## src/dac_cmd_pkg.sv

```systemverilog
package dac_cmd_pkg;

	////////////////////////////////////////////////////////////
	// field widths
	////////////////////////////////////////////////////////////

	localparam int data_width  = 16;                 // dac code width
	localparam int num_chans   = 8;                  // output channels on the part
	localparam int chan_width  = $clog2(num_chans);  // channel select width, 3
	localparam int addr_width  = 4;                  // address nibble in the instruction
	localparam int instr_width = 32;                 // serial word length

	// bit counter for the transmit phase
	localparam int bit_cnt_width = $clog2(instr_width);
	localparam logic [bit_cnt_width-1:0] last_bit = bit_cnt_width'(instr_width - 1);

	typedef logic [data_width-1:0] dac_code_t;
	typedef logic [chan_width-1:0] dac_chan_t;

	////////////////////////////////////////////////////////////
	// instruction nibbles
	////////////////////////////////////////////////////////////

	localparam logic [3:0] prefix_bits       = 4'b0000;  // leading don't-care nibble
	localparam logic [3:0] ctrl_write_update = 4'b0011;  // write channel register and update
	localparam logic [3:0] ctrl_ref_setup    = 4'b1001;  // internal reference setup
	localparam logic [3:0] ref_always_on     = 4'b1010;  // reference mode, always powered
	localparam logic [3:0] feature_bits      = 4'b0000;  // trailing feature nibble

	// fixed word for the reference command, 090A0000 hex
	localparam logic [instr_width-1:0] ref_set_word = {
		prefix_bits,
		ctrl_ref_setup,
		4'b0000,          // address field unused here
		ref_always_on,
		16'h0000
	};

endpackage

```

## src/dac_link_pkg.sv

```systemverilog
package dac_link_pkg;

	////////////////////////////////////////////////////////////
	// command entry carried from issuer to transmitter
	////////////////////////////////////////////////////////////

	typedef enum logic {
		cmd_data = 1'b0,  // channel write
		cmd_ref  = 1'b1   // internal reference setup
	} cmd_kind_t;

	// 20 bits: kind, channel, code
	typedef struct packed {
		cmd_kind_t             kind;
		dac_cmd_pkg::dac_chan_t chan;
		dac_cmd_pkg::dac_code_t code;
	} dac_entry_t;

	////////////////////////////////////////////////////////////
	// buffer and credit sizing
	////////////////////////////////////////////////////////////

	localparam int fifo_depth   = 4;
	localparam int ptr_width    = $clog2(fifo_depth);  // read/write pointer width
	localparam int credit_width = 3;                   // counts 0 .. fifo_depth

endpackage

```

## src/dac_cmd_issuer.sv

```systemverilog
module dac_cmd_issuer
	import dac_cmd_pkg::*;
	import dac_link_pkg::*;
(
	input  logic       clk_in,
	input  logic       reset_in,
	input  dac_code_t  data_in,        // host code
	input  dac_chan_t  channel_in,     // host channel
	input  logic       data_valid_in,  // host offers a write
	input  logic       ref_set_in,     // one-cycle reference request
	input  logic       credit,         // buffer released one slot
	output logic       ready,          // at least one credit held
	output logic       push,           // entry valid toward buffer
	output dac_entry_t entry
);

	logic [credit_width-1:0] credits;  // free slots in the buffer
	logic                    ref_pending;
	logic                    wr_accept;
	logic                    ref_issue;
	logic                    spend;

	////////////////////////////////////////////////////////////
	// arbitration
	////////////////////////////////////////////////////////////

	assign ready = (credits != '0);

	// host write wins, reference waits for a free cycle
	assign wr_accept = data_valid_in && ready;
	assign ref_issue = ref_pending && ready && !wr_accept;
	assign spend     = wr_accept || ref_issue;  // a credit is used at decision time

	////////////////////////////////////////////////////////////
	// credit counter
	////////////////////////////////////////////////////////////

	always_ff @(posedge clk_in) begin
		if (reset_in) begin
			credits <= credit_width'(fifo_depth);  // buffer starts empty
		end else begin
			case ({spend, credit})
				2'b10:   credits <= credits - 1'b1;
				2'b01:   credits <= credits + 1'b1;
				default: credits <= credits;  // both or neither, no change
			endcase
		end
	end

	// sticky reference request, a new pulse wins over the clear
	always_ff @(posedge clk_in) begin
		if (reset_in) begin
			ref_pending <= 1'b0;
		end else begin
			ref_pending <= ref_set_in || (ref_pending && !ref_issue);
		end
	end

	////////////////////////////////////////////////////////////
	// output register
	////////////////////////////////////////////////////////////

	always_ff @(posedge clk_in) begin
		if (reset_in) begin
			push <= 1'b0;
		end else begin
			push <= spend;  // one cycle after the decision
		end
	end

	// payload only, qualified by push
	always_ff @(posedge clk_in) begin
		if (wr_accept) begin
			entry.kind <= cmd_data;
			entry.chan <= channel_in;
			entry.code <= data_in;
		end else if (ref_issue) begin
			entry.kind <= cmd_ref;
			entry.chan <= '0;  // ignored for reference commands
			entry.code <= '0;
		end
	end

endmodule

```

## src/dac_cmd_fifo.sv

```systemverilog
module dac_cmd_fifo
	import dac_link_pkg::*;
#(
	parameter type payload_t = dac_entry_t
) (
	input  logic     clk_in,
	input  logic     reset_in,
	input  logic     push,      // write wr_entry, never when full
	input  payload_t wr_entry,
	input  logic     pop,       // release the head entry
	output payload_t rd_entry,  // head of the buffer
	output logic     nonempty,
	output logic     credit     // one pulse per released entry
);

	payload_t                mem [fifo_depth];
	logic [ptr_width-1:0]    wr_ptr;
	logic [ptr_width-1:0]    rd_ptr;
	logic [credit_width-1:0] count;  // occupancy
	logic                    pop_ok;

	assign nonempty = (count != '0);
	assign rd_entry = mem[rd_ptr];
	assign pop_ok   = pop && nonempty;  // ignore a pop on an empty buffer

	////////////////////////////////////////////////////////////
	// storage
	////////////////////////////////////////////////////////////

	always_ff @(posedge clk_in) begin
		if (push) begin
			mem[wr_ptr] <= wr_entry;
		end
	end

	////////////////////////////////////////////////////////////
	// pointers, occupancy and credit return
	////////////////////////////////////////////////////////////

	always_ff @(posedge clk_in) begin
		if (reset_in) begin
			wr_ptr <= '0;
			rd_ptr <= '0;
			count  <= '0;
			credit <= 1'b0;
		end else begin
			if (push) begin
				wr_ptr <= wr_ptr + 1'b1;  // wraps at fifo_depth
			end
			if (pop_ok) begin
				rd_ptr <= rd_ptr + 1'b1;
			end
			case ({push, pop_ok})
				2'b10:   count <= count + 1'b1;
				2'b01:   count <= count - 1'b1;
				default: count <= count;
			endcase
			credit <= pop_ok;  // slot handed back the cycle after the pop
		end
	end

endmodule

```

## src/dac_serial_tx.sv

```systemverilog
module dac_serial_tx
	import dac_cmd_pkg::*;
	import dac_link_pkg::*;
(
	input  logic       clk_in,
	input  logic       reset_in,
	input  dac_entry_t rd_entry,     // buffer head
	input  logic       nonempty,
	output logic       pop,          // take the head entry
	output logic       nsync,        // frame strobe, low while shifting
	output logic       sclk,         // serial clock to the dac
	output logic       din,          // serial data, msb first
	output logic       nldac,        // load pin
	output logic       nclr,         // clear pin
	output logic       dac_done,     // one cycle after each command
	output dac_code_t  data_out,     // last written code
	output dac_chan_t  channel_out   // last written channel
);

	// load is not a state of its own, it happens in the idle cycle that pops
	typedef enum logic [1:0] {
		st_idle,
		st_tx,
		st_done
	} tx_state_t;

	tx_state_t               state;
	logic                    load;       // pop and load shift register
	logic                    tx_flag;    // registered, high for the 32 shift cycles
	logic [bit_cnt_width-1:0] bit_cnt;
	logic [instr_width-1:0]  shreg;      // outgoing instruction
	logic [instr_width-1:0]  data_word;
	logic [instr_width-1:0]  next_word;

	////////////////////////////////////////////////////////////
	// instruction forming
	////////////////////////////////////////////////////////////

	assign data_word = {
		prefix_bits,
		ctrl_write_update,
		{{(addr_width - chan_width){1'b0}}, rd_entry.chan},  // top address bit is broadcast
		rd_entry.code,
		feature_bits
	};

	assign next_word = (rd_entry.kind == cmd_ref) ? ref_set_word : data_word;

	assign load = (state == st_idle) && nonempty;
	assign pop  = load;

	////////////////////////////////////////////////////////////
	// pins
	////////////////////////////////////////////////////////////

	assign nldac    = 1'b0;  // synchronous update mode, ldac tied low
	assign nclr     = 1'b1;  // never clear
	assign nsync    = !tx_flag;
	assign sclk     = tx_flag ? clk_in : 1'b1;  // falls mid-cycle, din already stable
	assign din      = shreg[instr_width-1];
	assign dac_done = (state == st_done);

	////////////////////////////////////////////////////////////
	// state machine and bit counter
	////////////////////////////////////////////////////////////

	always_ff @(posedge clk_in) begin
		if (reset_in) begin
			state   <= st_idle;
			tx_flag <= 1'b0;
			bit_cnt <= '0;
		end else begin
			case (state)
				st_idle: begin
					if (load) begin
						state   <= st_tx;
						tx_flag <= 1'b1;  // nsync falls with bit 31 on din
						bit_cnt <= '0;
					end
				end
				st_tx: begin
					if (bit_cnt == last_bit) begin
						state   <= st_done;
						tx_flag <= 1'b0;
					end else begin
						bit_cnt <= bit_cnt + 1'b1;
					end
				end
				st_done: begin
					state <= st_idle;  // single done cycle
				end
				default: begin
					state   <= st_idle;
					tx_flag <= 1'b0;
				end
			endcase
		end
	end

	// shift register, msb leaves first
	always_ff @(posedge clk_in) begin
		if (load) begin
			shreg <= next_word;
		end else if (tx_flag) begin
			shreg <= {shreg[instr_width-2:0], 1'b0};
		end
	end

	// report the last channel write, reference commands leave it alone
	always_ff @(posedge clk_in) begin
		if (reset_in) begin
			data_out    <= '0;
			channel_out <= '0;
		end else if (load && (rd_entry.kind == cmd_data)) begin
			data_out    <= rd_entry.code;
			channel_out <= rd_entry.chan;
		end
	end

endmodule

```

## src/dac_subsystem_top.sv

```systemverilog
module dac_subsystem_top
	import dac_cmd_pkg::*;
	import dac_link_pkg::*;
(
	input  logic      clk_in,
	input  logic      reset_in,
	// host side
	input  dac_code_t data_in,
	input  dac_chan_t channel_in,
	input  logic      data_valid_in,
	output logic      ready,
	input  logic      ref_set_in,
	// dac pins
	output logic      nldac,
	output logic      nsync,
	output logic      sclk,
	output logic      din,
	output logic      nclr,
	// status
	output logic      dac_done,
	output dac_code_t data_out,
	output dac_chan_t channel_out
);

	logic       push;       // issuer -> buffer
	dac_entry_t wr_entry;
	logic       credit;     // buffer -> issuer
	logic       pop;        // transmitter -> buffer
	dac_entry_t rd_entry;
	logic       nonempty;

	////////////////////////////////////////////////////////////
	// producer, buffer, consumer
	////////////////////////////////////////////////////////////

	dac_cmd_issuer issuer0 (
		.clk_in        (clk_in),
		.reset_in      (reset_in),
		.data_in       (data_in),
		.channel_in    (channel_in),
		.data_valid_in (data_valid_in),
		.ref_set_in    (ref_set_in),
		.credit        (credit),
		.ready         (ready),
		.push          (push),
		.entry         (wr_entry)
	);

	dac_cmd_fifo #(
		.payload_t (dac_entry_t)
	) fifo0 (
		.clk_in   (clk_in),
		.reset_in (reset_in),
		.push     (push),
		.wr_entry (wr_entry),
		.pop      (pop),
		.rd_entry (rd_entry),
		.nonempty (nonempty),
		.credit   (credit)
	);

	dac_serial_tx tx0 (
		.clk_in      (clk_in),
		.reset_in    (reset_in),
		.rd_entry    (rd_entry),
		.nonempty    (nonempty),
		.pop         (pop),
		.nsync       (nsync),
		.sclk        (sclk),
		.din         (din),
		.nldac       (nldac),
		.nclr        (nclr),
		.dac_done    (dac_done),
		.data_out    (data_out),
		.channel_out (channel_out)
	);

endmodule

```

## config.mk

```make
export PLATFORM = sky130hd
export DESIGN_NAME = dac_subsystem_top
export DESIGN_NICKNAME = d
export VERILOG_FILES = /design/src/dac_cmd_pkg.sv /design/src/dac_link_pkg.sv /design/src/dac_cmd_issuer.sv /design/src/dac_cmd_fifo.sv /design/src/dac_serial_tx.sv /design/src/dac_subsystem_top.sv
export SDC_FILE = /design/constraint.sdc
export NUM_CORES = 1
export LEC_CHECK = 0
export ABC_AREA = 1
export BUFFER_PORTS_ARGS = -buffer_cell sky130_fd_sc_hd__clkbuf_2
export CAP_MARGIN = 20
export CORE_ASPECT_RATIO = 1.25
export CORE_MARGIN = 10
export CORE_UTILIZATION = 59
export CTS_CLUSTER_DIAMETER = 40
export DETAILED_ROUTE_END_ITERATION = 10
export PLACE_DENSITY = 0.78
export REMOVE_ABC_BUFFERS = 1
export SLEW_MARGIN = 20
export SYNTH_ARGS = -nofsm -noshare
export SYNTH_HDL_FRONTEND = slang
export SYNTH_HIERARCHICAL = 1
export SYNTH_SLANG_ARGS = --single-unit
```

## constraint.sdc

```tcl
create_clock -name clk_in -period 2.5 [get_ports clk_in]
set_clock_uncertainty 0.15 [all_clocks]
set_input_delay 0.25 -clock clk_in [delete_from_list [all_inputs] [get_ports clk_in]]
set_output_delay 0.25 -clock clk_in [all_outputs]
set_load 0.1 [all_outputs]
```

# [Yosys cells after proc, flatten, opt, wreduce, memory -nomap -nowiden]
# Memories as Yosys holds them, arrays and structs flattened. A register that Yosys moved wholly into a read port is not among the register bits.
# Cells that the tools add are included.
[totals] register_bits=92 ramBits=80 input_bits=23 output_inout_bits=26 word_cells=80 n_memories=1
[op_classes] addsub=7 n_eq_ne=10 mux=21 bitwise_logic=2 reduce_logical=23
[mem_list] name="fifo0.mem" words=4 word_bits=20 rd=1 rd_clocked_by_memory_dff=1 wr=1 line="dac_cmd_fifo.sv:16" rtl="payload_t mem [fifo_depth];"
[op_table] op="2-to-1 mux 32 bit" n=2
[op_table] op="2-to-1 mux 19 bit" n=2
[op_table] op="2-to-1 mux 28 bit" n=1
[op_table] op="case mux 3 bit (2 select lines)" n=2
[op_table] op="2-to-1 mux 5 bit" n=2
[op_table] op="case mux 5 bit (2 select lines)" n=1
[op_table] op="nonzero test 2 bit" n=5
[op_table] op="2-to-1 mux 2 bit" n=4
[op_table] op="logical AND 1 bit" n=7
[op_table] op="adder 3 x 1 -> 3 bit (second input constant)" n=2
[op_table] op="equality test 2 x 1 -> 1 bit (second input constant)" n=3
[op_table] op="equality test 2 bit (second input constant)" n=3
[op_table] op="AND reduction 3 bit" n=2
[op_table] op="nonzero test 3 bit" n=2
[op_table] op="subtractor 3 x 1 -> 3 bit (second input constant)" n=2
[op_table] op="adder 5 x 1 -> 5 bit (second input constant)" n=1
[op_table] op="equality test 5 bit (second input constant)" n=1
[op_table] op="2-to-1 mux 1 bit" n=5
[op_table] op="adder 2 x 1 -> 2 bit (second input constant)" n=2
[op_table] op="!= test 2 bit (second input constant)" n=2
[op_table] op="case mux 2 bit (2 select lines)" n=1
[op_table] op="zero test 1 bit" n=3
[op_table] op="case mux 1 bit (3 select lines)" n=1
[op_table] op="zero test 2 bit" n=1
[op_table] op="other kinds (4)" n=6

# [Logic depth before layout (Yosys ltp)]
[depth] word_depth=7 ltp_mapped=16 mapped_depth_nobuf=15

# [By module]
# The synthesis kept the hierarchy.
[by_module_without_submodules] module="dac_cmd_fifo" n_inst=1 cells_each=261 area_per_inst_um2=3429.5 seq_area_each_um2=2602.5
[by_module_without_submodules] module="dac_serial_tx" n_inst=1 cells_each=235 area_per_inst_um2=2269.7 seq_area_each_um2=1381.3
[by_module_without_submodules] module="dac_cmd_issuer" n_inst=1 cells_each=98 area_per_inst_um2=1048.5 seq_area_each_um2=690.7

==> metrics.csv <==
metric;value;unit
finalHoldViolCount;0;
power.internal;6.45;mW
utilization;71.2;%
die_w;116;microns
io_pins;49;
syn_area_per_cell;11.4;sq um
port_buffers;46;
grt_max_degree;39;
nNetsFinal;704;
finalSetupViolations;0;
synth_fa_ha_area_share;2.08;%
design_area;7930;sq um
dieHeight;140;microns
antenna_found_initial;0;
grt_pass1_vias;4549;
vias;4473;
relSlewSlack;61.6;%
slew_viol_final;0;
min_path_type;input pin to flip-flop;
synth-edff-count;127;
rows;43;
path_max_fanout;2;
synth_top_family_by_area;simple AND/OR/NAND/NOR gates;
initial_core_util;60.6;%
dp.cells;762;
ys_seq_elements;170;
clk_pin_slew;0.07;ns
swShare;39.9;%
crit_arrival;2.05;ns
maxCapViolCount;0;
synth-xor-area-share;0;%
rsz0062_at_grt;false;
critPathCaptureType;primary output;
hold_ws;0.0983;ns
postSynthCellCount;594;
drt.antenna.violating_nets;0;
gp_congestion;0.773;
synthDistinctLibCells;29;
seq_power_share;40.6;%
avgRoutedWirePerCell;16.1;microns
tns;0;ns
drtIter0Drc;367;
firstDrtPassIters;6;
worstMarginPinSlew;0.575;ns
core-area;11100;sq um
clkPwrFrac;26.2;%
status;complete, no violations;
viasPerCell;5.46;
placed_area;7060;sq um
p_leak;3.25;nW
setup_ws;0.0451;ns
fp.dieArea;16100;sq um
synth-seq-area-share;69.3;%
yosysWarnings;6;
grt_pass1_wl;21.5;mm
fillers;727;
clock_latency;0.54;ns
cts_setup_buffers;0;
grt_overflow;0;
async_flop_share;0;%
dp_slack;0.216;ns
yosys.area_share.simple;14.2;%
antenna_cells;0;
drc;0;
area_growth;17.4;%
power-per-cell-area;1350;nW/um^2
synth.area.mux_share;0;%
cp.required;2.10;ns
grt_util_all_layers;17.4;%
synth_compound_area_share;8.08;%
drive_gt1_share;17.5;%
power;10.7;mW
synthFlopType;edfxtp_1;
hpwl;7.93;mm
startpoint_type;clock port;
routed_wirelength;13.1;mm
ir_drop;0.000732;V
p_sw;4.28;mW
cts_tree;done;
path_class;clock port to primary output;
netlist_area;6750;sq um
final_cells;819;
pwr-share-comb;33.2;%
[synth_stat cells (all sizes together) (4+ instances only)]
cell	instances	share of area, %
a21oi	29	2.6
nor2	98	6.0
nand2	106	6.6
edfxtp	127	57
o22ai	20	1.9
nand4	4	0.37
buf	20	2.3
clkbuf	5	0.28
inv	66	3.7
nand3	11	0.82
o21ai	49	3.6
ha	8	1.5
dfxtp	43	13
[cells by family after synthesis]
| family | count (synthesis) |
|---|---|
| buf+inv | 91 |
| flops | 170 |
| simple gates | 223 |
| compound gates | 98 |
| other cells | 2 |
| fa+ha+maj | 10 |
[critical path, stage by stage]
cell	delay, ns
clkbuf_16	0.12
clkbuf_16	0.12
or2_2	0.28
clkbuf_4	0.28
[cell type report]
cell class | instances | area, sq um | area share, %
Tap cell | 135 | 169 | 2.13
Sequential cell | 170 | 4670 | 59.0
Clock inverter | 15 | 140 | 1.77
Timing Repair Buffer | 79 | 536 | 6.76
Multi-Input combinational cell | 333 | 1650 | 20.8
Inverter | 66 | 248 | 3.13
Clock buffer | 21 | 508 | 6.41
[cell usage in the layout, fill, tap and decap left out, types with 8 or more instances in the layout]
cell | netlist | final
edfxtp_1 | 127 | 127
nand2_1 | 94 | 94
nor2_1 | 91 | 91
inv_1 | 65 | 65
clkbuf_2 | 0 | 45
dfxtp_1 | 43 | 43
o21ai_1 | 40 | 40
dlygate4sd3_1 | 0 | 22
a21oi_1 | 21 | 21
clkbuf_16 | 0 | 20
o22ai_1 | 20 | 20
buf_4 | 5 | 12
nand3_1 | 11 | 11
o21ai_0 | 9 | 9
ha_1 | 8 | 8
nand2_2 | 8 | 8
a21oi_2 | 8 | 8
[power groups by stage]
stage,Sequential (mW),Clock [mW],Combinational (mW)
final,4.36,2.81,3.56
after global routing,4.42,2.99,3.90
after CTS,4.35,2.84,3.56
after detailed placement,4.39,0.0669,3.49
after global placement,4.36,0.0669,3.38
after floorplan,5.22,0.0614,1.78
[sequential cells by signal, summed over array words and instances, names as in the netlist, named ones only]
signal / count
fifo0/count: 3
fifo0/credit: 1
fifo0/mem: 80
fifo0/rd_ptr: 2
fifo0/wr_ptr: 2
issuer0/credits: 3
issuer0/entry: 20
issuer0/push: 1
issuer0/ref_pending: 1
tx0/bit_cnt: 5
tx0/channel_out: 3
tx0/data_out: 16
tx0/shreg: 28
tx0/state: 2
tx0/tx_flag: 1
[metal layers]
metal  part of all wire [%]  GRT usage [%]  vias up  wire, microns
li1                       -              -     2146              -
met1                     40           19.3     2132           5240
met2                     51           28.7      166           6680
met3                    6.8           6.02       29            891
met4                    2.5           8.78        0            335
met5                      0              0        -              0
[worst paths after layout]
kind	slack, ns	to	startpoint	depth (start not counted)
max	0.05	sclk	clk_in	4
min reg2reg	0.31	tx0/data_out[10]	tx0/data_out[10]	2
min	0.1	tx0/data_out[2]	reset_in	2
max reg2reg	0.25	fifo0/count[2]	fifo0/count[1]	15
[repair_timing]
action / 4_1_cts / 5_1_grt
hold endpoints to repair: 22 / 0
resized for setup: 1 / 0
hold buffers: 22 / 0
setup endpoints to repair: 1 / 0
Note: power is estimated with default switching activity, not from simulation.
